--- config.mk ---
export PLATFORM = sky130hd
export DESIGN_NAME = aes_ctrl
export DESIGN_NICKNAME = d
export VERILOG_FILES = /design/src/source/aes_pkg.sv /design/src/source/aes_ctrl.sv
export SDC_FILE = /design/constraint.sdc
export NUM_CORES = 1
export LEC_CHECK = 0
export BUFFER_PORTS_ARGS = -buffer_cell sky130_fd_sc_hd__buf_2
export CORE_ASPECT_RATIO = 0.8
export CORE_MARGIN = 5
export CORE_UTILIZATION = 47
export DETAILED_ROUTE_END_ITERATION = 10
export PLACE_DENSITY = 0.8
export RECOVER_POWER = 100
export SYNTH_ARGS = -nofsm -noshare
export SYNTH_HDL_FRONTEND = slang
export SYNTH_SLANG_ARGS = --single-unit
--- constraint.sdc ---
create_clock -name CLK -period 5.5 [get_ports CLK]
set_input_delay 1.1 -clock CLK [delete_from_list [all_inputs] [get_ports CLK]]
set_output_delay 1.1 -clock CLK [all_outputs]
set_load 0.03 [all_outputs]
--- src/source/aes_pkg.sv ---
package aes_pkg;

  localparam int BLOCK_W        = 128;             // state / data block width
  localparam int KEY_W          = 128;             // aes-128 only
  localparam int WORD_W         = 32;              // key schedule word
  localparam int BYTE_W         = 8;
  localparam int ROUND_W        = 4;               // holds 0..10
  localparam int NUM_ROUNDS     = 10;
  localparam int OUT_CREDIT_MAX = 2;               // most credits the sink may grant
  localparam int CREDIT_W       = 2;               // wide enough for OUT_CREDIT_MAX

  typedef logic [BLOCK_W-1:0] block_t;             // plaintext, state or ciphertext
  typedef logic [KEY_W-1:0]   key_t;               // cipher key or round key
  typedef logic [WORD_W-1:0]  word_t;              // one column / key word
  typedef logic [BYTE_W-1:0]  byte_t;              // sbox in / out
  typedef logic [ROUND_W-1:0] round_t;             // round index

  // controller states
  typedef enum logic [1:0] {
    IDLE,                                          // waiting for a block
    RUN,                                           // ten round steps
    HOLD                                           // result waits for the output buffer
  } ctrl_state_t;

  // round constant, top byte of the g-function xor
  function automatic byte_t rcon(input round_t idx);
    case (idx)
      4'd1:    rcon = 8'h01;
      4'd2:    rcon = 8'h02;
      4'd3:    rcon = 8'h04;
      4'd4:    rcon = 8'h08;
      4'd5:    rcon = 8'h10;
      4'd6:    rcon = 8'h20;
      4'd7:    rcon = 8'h40;
      4'd8:    rcon = 8'h80;
      4'd9:    rcon = 8'h1b;                      // reduction by the aes polynomial
      4'd10:   rcon = 8'h36;
      default: rcon = 8'h00;                      // round 0 has no constant
    endcase
  endfunction

endpackage

--- src/source/aes_ctrl.sv ---
`timescale 1ns/1ps

module aes_ctrl (
  input  logic             CLK,
  input  logic             RST,                    // async, active low
  input  logic             in_valid,               // sender spends a credit
  output logic             in_credit,              // credit back to the sender
  input  logic             out_credit,             // credit from the sink
  output logic             out_valid,
  output aes_pkg::block_t  out_data,
  input  aes_pkg::block_t  result,                 // finished state from the datapath
  output logic             load,
  output logic             step,
  output logic             last,
  output aes_pkg::round_t  round_idx
);

  aes_pkg::ctrl_state_t         state_q;
  logic                         arm_q;             // set one cycle after reset
  logic                         init_done_q;       // initial credit already issued
  logic                         buf_full_q;
  aes_pkg::block_t              buf_q;             // one-entry output buffer
  logic [aes_pkg::CREDIT_W-1:0] credit_q;          // output credits held
  logic                         have_credit;
  logic                         move;              // result leaves the datapath
  logic                         buf_load;          // result parks in the buffer

  assign have_credit = (credit_q != '0);
  assign load        = in_valid && (state_q == aes_pkg::IDLE);
  assign step        = (state_q == aes_pkg::RUN);
  assign last        = step && (round_idx == aes_pkg::round_t'(aes_pkg::NUM_ROUNDS));

  // buffer counts as free when it drains this cycle
  assign move      = (state_q == aes_pkg::HOLD) && (!buf_full_q || have_credit);
  assign buf_load  = move && (buf_full_q || !have_credit);  // no bypass possible
  assign in_credit = (arm_q && !init_done_q) || move;
  assign out_valid = have_credit && (buf_full_q || move);
  assign out_data  = buf_full_q ? buf_q : result;  // empty buffer passes the result through

  // round sequencing
  always_ff @(posedge CLK or negedge RST)
  begin
    if (!RST)
    begin
      state_q   <= aes_pkg::IDLE;
      round_idx <= '0;
    end
    else
    begin
      case (state_q)
        aes_pkg::IDLE:
          if (in_valid)
          begin
            state_q   <= aes_pkg::RUN;
            round_idx <= aes_pkg::round_t'(1);     // first step is round 1
          end
        aes_pkg::RUN:
          if (last)
          begin
            state_q   <= aes_pkg::HOLD;
            round_idx <= '0;
          end
          else
            round_idx <= round_idx + 1'b1;
        aes_pkg::HOLD:
          if (move)
            state_q <= aes_pkg::IDLE;              // sender may send next cycle
        default:
          state_q <= aes_pkg::IDLE;
      endcase
    end
  end

  // one-shot input credit after reset
  always_ff @(posedge CLK or negedge RST)
  begin
    if (!RST)
    begin
      arm_q       <= 1'b0;
      init_done_q <= 1'b0;
    end
    else
    begin
      arm_q       <= 1'b1;
      init_done_q <= arm_q;
    end
  end

  // output credits, saturating
  always_ff @(posedge CLK or negedge RST)
  begin
    if (!RST)
      credit_q <= '0;
    else if (out_credit && !out_valid)
    begin
      if (credit_q != aes_pkg::CREDIT_W'(aes_pkg::OUT_CREDIT_MAX))
        credit_q <= credit_q + 1'b1;
    end
    else if (!out_credit && out_valid)
      credit_q <= credit_q - 1'b1;
  end

  always_ff @(posedge CLK or negedge RST)
  begin
    if (!RST)
      buf_full_q <= 1'b0;
    else if (buf_load)
      buf_full_q <= 1'b1;                          // refill while draining keeps it full
    else if (out_valid)
      buf_full_q <= 1'b0;
  end

  always_ff @(posedge CLK)
  begin
    if (buf_load)
      buf_q <= result;
  end

  // sender honours its credit, so a block never lands mid-computation
  a_in_valid_idle: assert property (
    @(posedge CLK) disable iff (!RST) in_valid |-> (state_q == aes_pkg::IDLE)
  );

  // a grant that finds the counter full would be lost
  a_credit_max: assert property (
    @(posedge CLK) disable iff (!RST)
      (out_credit && !out_valid) |-> (credit_q < aes_pkg::OUT_CREDIT_MAX)
  );

endmodule

==> flow_summary.yaml, run 1 <==
min_path:
  min_path_type: "reg -> reg"
place:
  place_ws_ns: 1.955
  post-dp-hpwl_mm: 10.36
  place.gp.congestion: 0.7604
  numPortBuffers: 268
clock_network:
  hold_buffers: 0
  ctsResizeCount: 0
  post_cts_buffers: 0
  clockRootBuffer: "clkbuf_16"
  clkTransAtPathRegs_ns: 0.06
  numCtsBuffers: 17
  cts_tree: "yes"
  clockBufferDepth: 2
  insertion_delay_ns: 0.40
  h-tree-depth: 4
  cts.sinks: 139
critical_path:
  cp_cell_sequence: "clkbuf_2, mux2_2, clkbuf_1"
  path_max_fanout: 87
  crit_path_start_kind: "flop"
  required_ns: 4.40
  cpMaxStageDelayCell: "dfrtp_4"
  crit_path_end_kind: "primary output"
  cpPeakStageDelay_ns: 1.10
  critPathTopFamily: "buffers and inverters"
  path_class: "reg -> out"
  arrival_ns: 3.36
  worstPathBufferInverterCount: 2
synth:
  synth.area.top_cells: "edfxtp_1, mux2_2, dfrtp_1"
  synth_ff_type: "edfxtp_1"
  synth_edf_count: 128
  ys_ff_latch: 139
  synth_nets: 462
  synth_common_cells: "edfxtp_1, mux2_2, dfrtp_1"
  yosysWarnings: 0
  synth-async-reset-ratio_pct: 7.914
  netlist_area_um2: 5972
  synthCells: 328
  synth_top_area_cell: "edfxtp_1"
  synth_top_area_share_pct: 64.36
  postSynthAreaPerCell_um2: 18.21
  yosys.cell_types.count: 32
  ys_seq_area_share_pct: 68.97
power:
  p_clk_share_pct: 40.8
  p_int_mw: 2.079
  swShare_pct: 26.01
  p_seq_share_pct: 43.6
  ir_drop_v: 0.0003413
  power_density_nw_per_um2: 362.3
  p_leak_nw: 2.638
  power.switching_mw: 0.7308
  combPwrFrac_pct: 15.6
drt:
  ant_nets: 0
  avgViaCountPerCell: 5.004
  drt-initial-drc-count: 176
  num_vias: 3938
  drc: 0
  drt-wirelength-per-cell_um: 17.88
  wl_mm: 14.07
  dr.pass1.iters: 4
timing:
  tightest_slew_ns: 2.555
  timing.final.ws_setup_ns: 1.041
  hold_violations: 0
  final_period_minus_worst_setup_slack_ns: 4.459
  slew_headroom_pct: -70.36
  drv_slew: 59
  clock.fmax_mhz: 224.3
  skew_ns: 0.005883
  fin_crit_sh_pct: 81.07
  setup_viol: 0
  rsz0062_at_grt: "false"
  setup_tns_ns: 0
grt:
  first_global_vias: 4053
  grt_max_degree: 88
  antenna_found_initial: 0
  grt_use_total_pct: 18.11
  overflow: 0
  grt_first_pass_wirelength_mm: 21.31
floorplan:
  ios: 269
  fp.dieW_um: 136.0
  placementRows: 36
  start_util_pct: 48.57
  coreArea_um2: 12300
  dieArea_um2: 15070
  die_y_um: 110.8
final_layout:
  diodes: 0
  area_growth_syn_to_layout_pct: 29.86
  drive_above_1_share_pct: 35.06
  fin_nets: 737
  utilization_pct: 63.06
  fillers: 1050
status:
  violations: "capacitance limit, slew limit"
  status: "finished, violations left"
job:
  cap_violations: 1
==> worst reg2reg max path: stages (launching register included) <==
cell and delay, ns:
dfrtp_4 1.10, xor2_1 0.21, and2_1 1.89, buf_4 0.75
==> final timing paths <==
check / start / to / slack (ns) / cells after the start
hold reg to reg: arm_q / init_done_q / 0.38 / 0
setup / recovery: buf_full_q / out_data[92] / 1.04 / 3
min in group asynchronous: RST / credit_q[1] / 0.69 / 1
max in group asynchronous: RST / buf_full_q / 4.35 / 1
hold / removal: arm_q / init_done_q / 0.38 / 0
setup reg to reg: buf_full_q / buf_q[37] / 1.18 / 3
==> metrics by stage <==
step,power (mW),area [um2],std cells,hold slack (ns)
after detailed placement,1.712,7435,755,0.3723
after floorplan,1.543,5972,328,0.3540
after global placement,1.696,7435,755,0.3611
after CTS,2.866,8025,787,0.3840
final,2.810,7755,787,0.3817
after global routing,2.925,7755,787,0.4100
==> power groups by stage <==
stage               sequential, mW  clock [mW]  combinational (mW)
finish                        1.23        1.15               0.438
global route                  1.23        1.22               0.470
CTS                           1.22        1.17               0.470
detailed placement            1.25           0               0.467
global placement              1.24           0               0.455
floorplan                     1.26           0               0.282
==> sequential cells by signal (all words and copies together) (netlist names) <==
signal and cells:
buf_q 128, round_idx 4, credit_q 2, state_q 2, arm_q 1, buf_full_q 1, init_done_q 1
==> routing by layer <==
layer | global-route usage, % | vias up | share of wire (%)
li1 | - | 1834 | -
met1 | 20.64 | 1924 | 39
met2 | 30.45 | 164 | 51
met3 | 7.350 | 16 | 9.0
met4 | 6.783 | 0 | 1.5
met5 | 0 | - | 0
==> layout make-up <==
class,count,area [um2],area share (%)
Clock inverter,11,150.1,1.936
Inverter,4,15.01,0.1936
Sequential cell,139,4123,53.16
Tap cell,171,214.0,2.759
Multi-Input combinational cell,170,1715,22.12
Timing Repair Buffer,271,1097,14.15
Clock buffer,21,440.4,5.679
==> cell usage in the layout (no fill, tap or decap), types with 2 or more instances in the layout <==
| cell | synthesis | routed |
|---|---|---|
| clkbuf_1 | 0 | 214 |
| mux2_2 | 128 | 128 |
| edfxtp_1 | 128 | 128 |
| buf_2 | 7 | 57 |
| clkbuf_16 | 0 | 17 |
| dfrtp_1 | 11 | 10 |
| o21ai_0 | 5 | 5 |
| inv_1 | 4 | 4 |
| nor2_1 | 4 | 4 |
| nand2_1 | 4 | 4 |
| clkinv_1 | 0 | 4 |
| bufinv_16 | 0 | 4 |
| clkinv_2 | 0 | 3 |
| nand2b_1 | 2 | 2 |
| nor3b_1 | 2 | 2 |
| a211oi_1 | 2 | 2 |
| a21oi_1 | 2 | 2 |
| nand3_1 | 2 | 2 |
| ha_1 | 2 | 2 |
| buf_4 | 1 | 2 |
==> cell families (layout without fill, tap and decap cells) <==
kind of cell,count (synthesis),count (layout),synth area share (%)
flip-flops,139,139,68.97
multiplexers,128,128,24.14
AND/OR/NAND/NOR,22,22,2.095
buffers and inverters,19,307,2.284
AO/OA/AOI/OAI,15,15,1.697
adder cells (fa/ha/maj),3,3,0.6075
other,1,1,0.06279
XOR/XNOR,1,1,0.1467
No activity file was read; power rests on OpenSTA's default activity.
==> run 2, diff against run 1 <==
Settings changed: CORE_UTILIZATION 47 to 43, PLACE_DENSITY 0.8 to 0.77.
Clock period 5.5 ns to 3.8 ns, I/O delays scaled along.
==> run 2 against run 1 <==
Compared with the run above: the run now ends clean; via count decreased by 0.86%; die area increased by 8.5%; critical path depth up 1; final cell count is 1.1% higher; flip-flop and latch count is the same; sequential share of layout area shrank 0.17 points; cell area rose by 0.32%; largest cell class unchanged.
==> flow_summary.yaml, run 2 (synthesized netlist as in run 1, its figures left out) <==
final_layout:
  final_area_um2: 7780
  fin_nets: 737
  layout_common_cells: "clkbuf_1, mux2_2, edfxtp_1, buf_2, clkbuf_16"
  largest_registers: "buf_q: 128 flops, round_idx: 4 flops"
  regMostFlops: "buf_q"
  utilization_pct: 57.21
  fillers: 1226
  largest_register_ffs: 128
  area_growth_syn_to_layout_pct: 30.27
  diodes: 0
  mostFrequentLayoutCell: "clkbuf_1"
  drive_above_1_share_pct: 35.06
timing:
  whs_ns: 0.3409
  tightest_slew_ns: 1.476
  slew_headroom_pct: 1.623
  final_period_minus_worst_setup_slack_ns: 3.282
  setup_tns_ns: 0
  skew_ns: 0.01099
  hold_violations: 0
  clock.fmax_mhz: 304.7
  drv_slew: 0
  setup_viol: 0
  fin_crit_sh_pct: 86.38
  rsz0062_at_grt: "false"
clock_network:
  cts.sinks: 139
  insertion_delay_ns: 0.41
  h-tree-depth: 4
  ctsResizeCount: 0
  post_cts_buffers: 0
  clockRootBuffer: "clkbuf_16"
  cts_tree: "yes"
  clkTransAtPathRegs_ns: 0.06
  numCtsBuffers: 17
  clockBufferDepth: 2
  hold_buffers: 0
floorplan:
  start_util_pct: 43.92
  fp.dieW_um: 141.8
  placementRows: 38
  ios: 269
  dieArea_um2: 16360
  die_y_um: 115.4
  coreArea_um2: 13600
place:
  numPortBuffers: 268
  post-dp-hpwl_mm: 10.21
  placed_cell_area_um2: 7471
  place.gp.congestion: 0.8646
status:
  status: "finished, final reports clean"
critical_path:
  cpPeakStageDelay_ns: 0.95
  cp_cell_sequence: "buf_12, nor2_1, nor2_1, clkbuf_1"
  required_ns: 3.04
  path_class: "reg -> out"
  crit_path_start_kind: "flop"
  arrival_ns: 2.52
  cpMaxStageDelayCell: "dfrtp_4"
  path_max_fanout: 71
  crit_path_end_kind: "primary output"
  cp_common_cell: "nor2_1"
grt:
  grt_use_total_pct: 16.78
  grt_first_pass_wirelength_mm: 21.40
  first_global_vias: 4100
  antenna_found_initial: 0
  overflow: 0
  grt_max_degree: 72
drt:
  dr.pass1.iters: 4
  num_vias: 3904
  avgViaCountPerCell: 4.905
  drt-wirelength-per-cell_um: 17.63
  ant_nets: 0
  wl_mm: 14.03
  drc: 0
  drt-initial-drc-count: 226
power:
  ir_drop_v: 0.0004818
  p_leak_nw: 2.620
  power_density_nw_per_um2: 518.9
min_path:
  min_path_type: "in -> async"
job:
  cap_violations: 0
-- run 2: changes by cell type in the layout (fill, tap and decap cells not counted), sizes merged --
cell,change
bufinv,-1
clkinv,-1
clkinvlp,+3
clkbuf,+2
buf,-3
-- run 2: final cells by class --
| cell class | count | area (um2) | share of cell area [%] |
|---|---|---|---|
| clock buffer | 20 | 436.7 | 5.613 |
| clock inverter | 12 | 148.9 | 1.914 |
| inverter | 4 | 15.01 | 0.1930 |
| multi-input combinational | 170 | 1712 | 22.00 |
| sequential | 139 | 4123 | 52.99 |
| tap | 180 | 225.2 | 2.895 |
| timing repair buffer | 271 | 1120 | 14.39 |
-- run 2: critical path, delay by kind of cell, from the launching register on --
family / cells / cell delay [ns]
buffers and inverters: 2 / 0.74
AND/OR/NAND/NOR: 2 / 0.33
flip-flops: 1 / 0.95
-- run 2: metal layers --
layer | wire length, um | track usage, % | vias up
li1 | - | - | 1837
met1 | 5604 | 20.43 | 1864
met2 | 7005 | 28.02 | 186
met3 | 1219 | 5.738 | 17
met4 | 201 | 6.010 | 0
met5 | 0 | 0 | -
-- run 2: power by group --
group / total (mW) / switching (mW) / internal (mW)
clock: 1.64 / 0.615 / 1.03
sequential: 1.77 / 0.0522 / 1.72
combinational: 0.623 / 0.421 / 0.202
-- run 2: final timing paths --
kind	slack [ns]	end	start	cells after the start
max in group asynchronous	2.99	buf_full_q	RST	1
hold / removal	0.34	round_idx[0]	RST	1
min in group CLK	0.37	init_done_q	arm_q	0
setup reg to reg	0.56	buf_q[35]	buf_full_q	3
setup / recovery	0.52	out_valid	buf_full_q	4
hold reg to reg	0.37	init_done_q	arm_q	0
-- run 2: through the flow --
stage	power, mW	instances	worst slack (ns)
detailed placement	2.470	764	1.027
global route	4.200	796	0.2521
floorplan	2.232	328	0.8936
global placement	2.446	764	1.072
finish	4.037	796	0.5177
CTS	4.125	796	0.5915
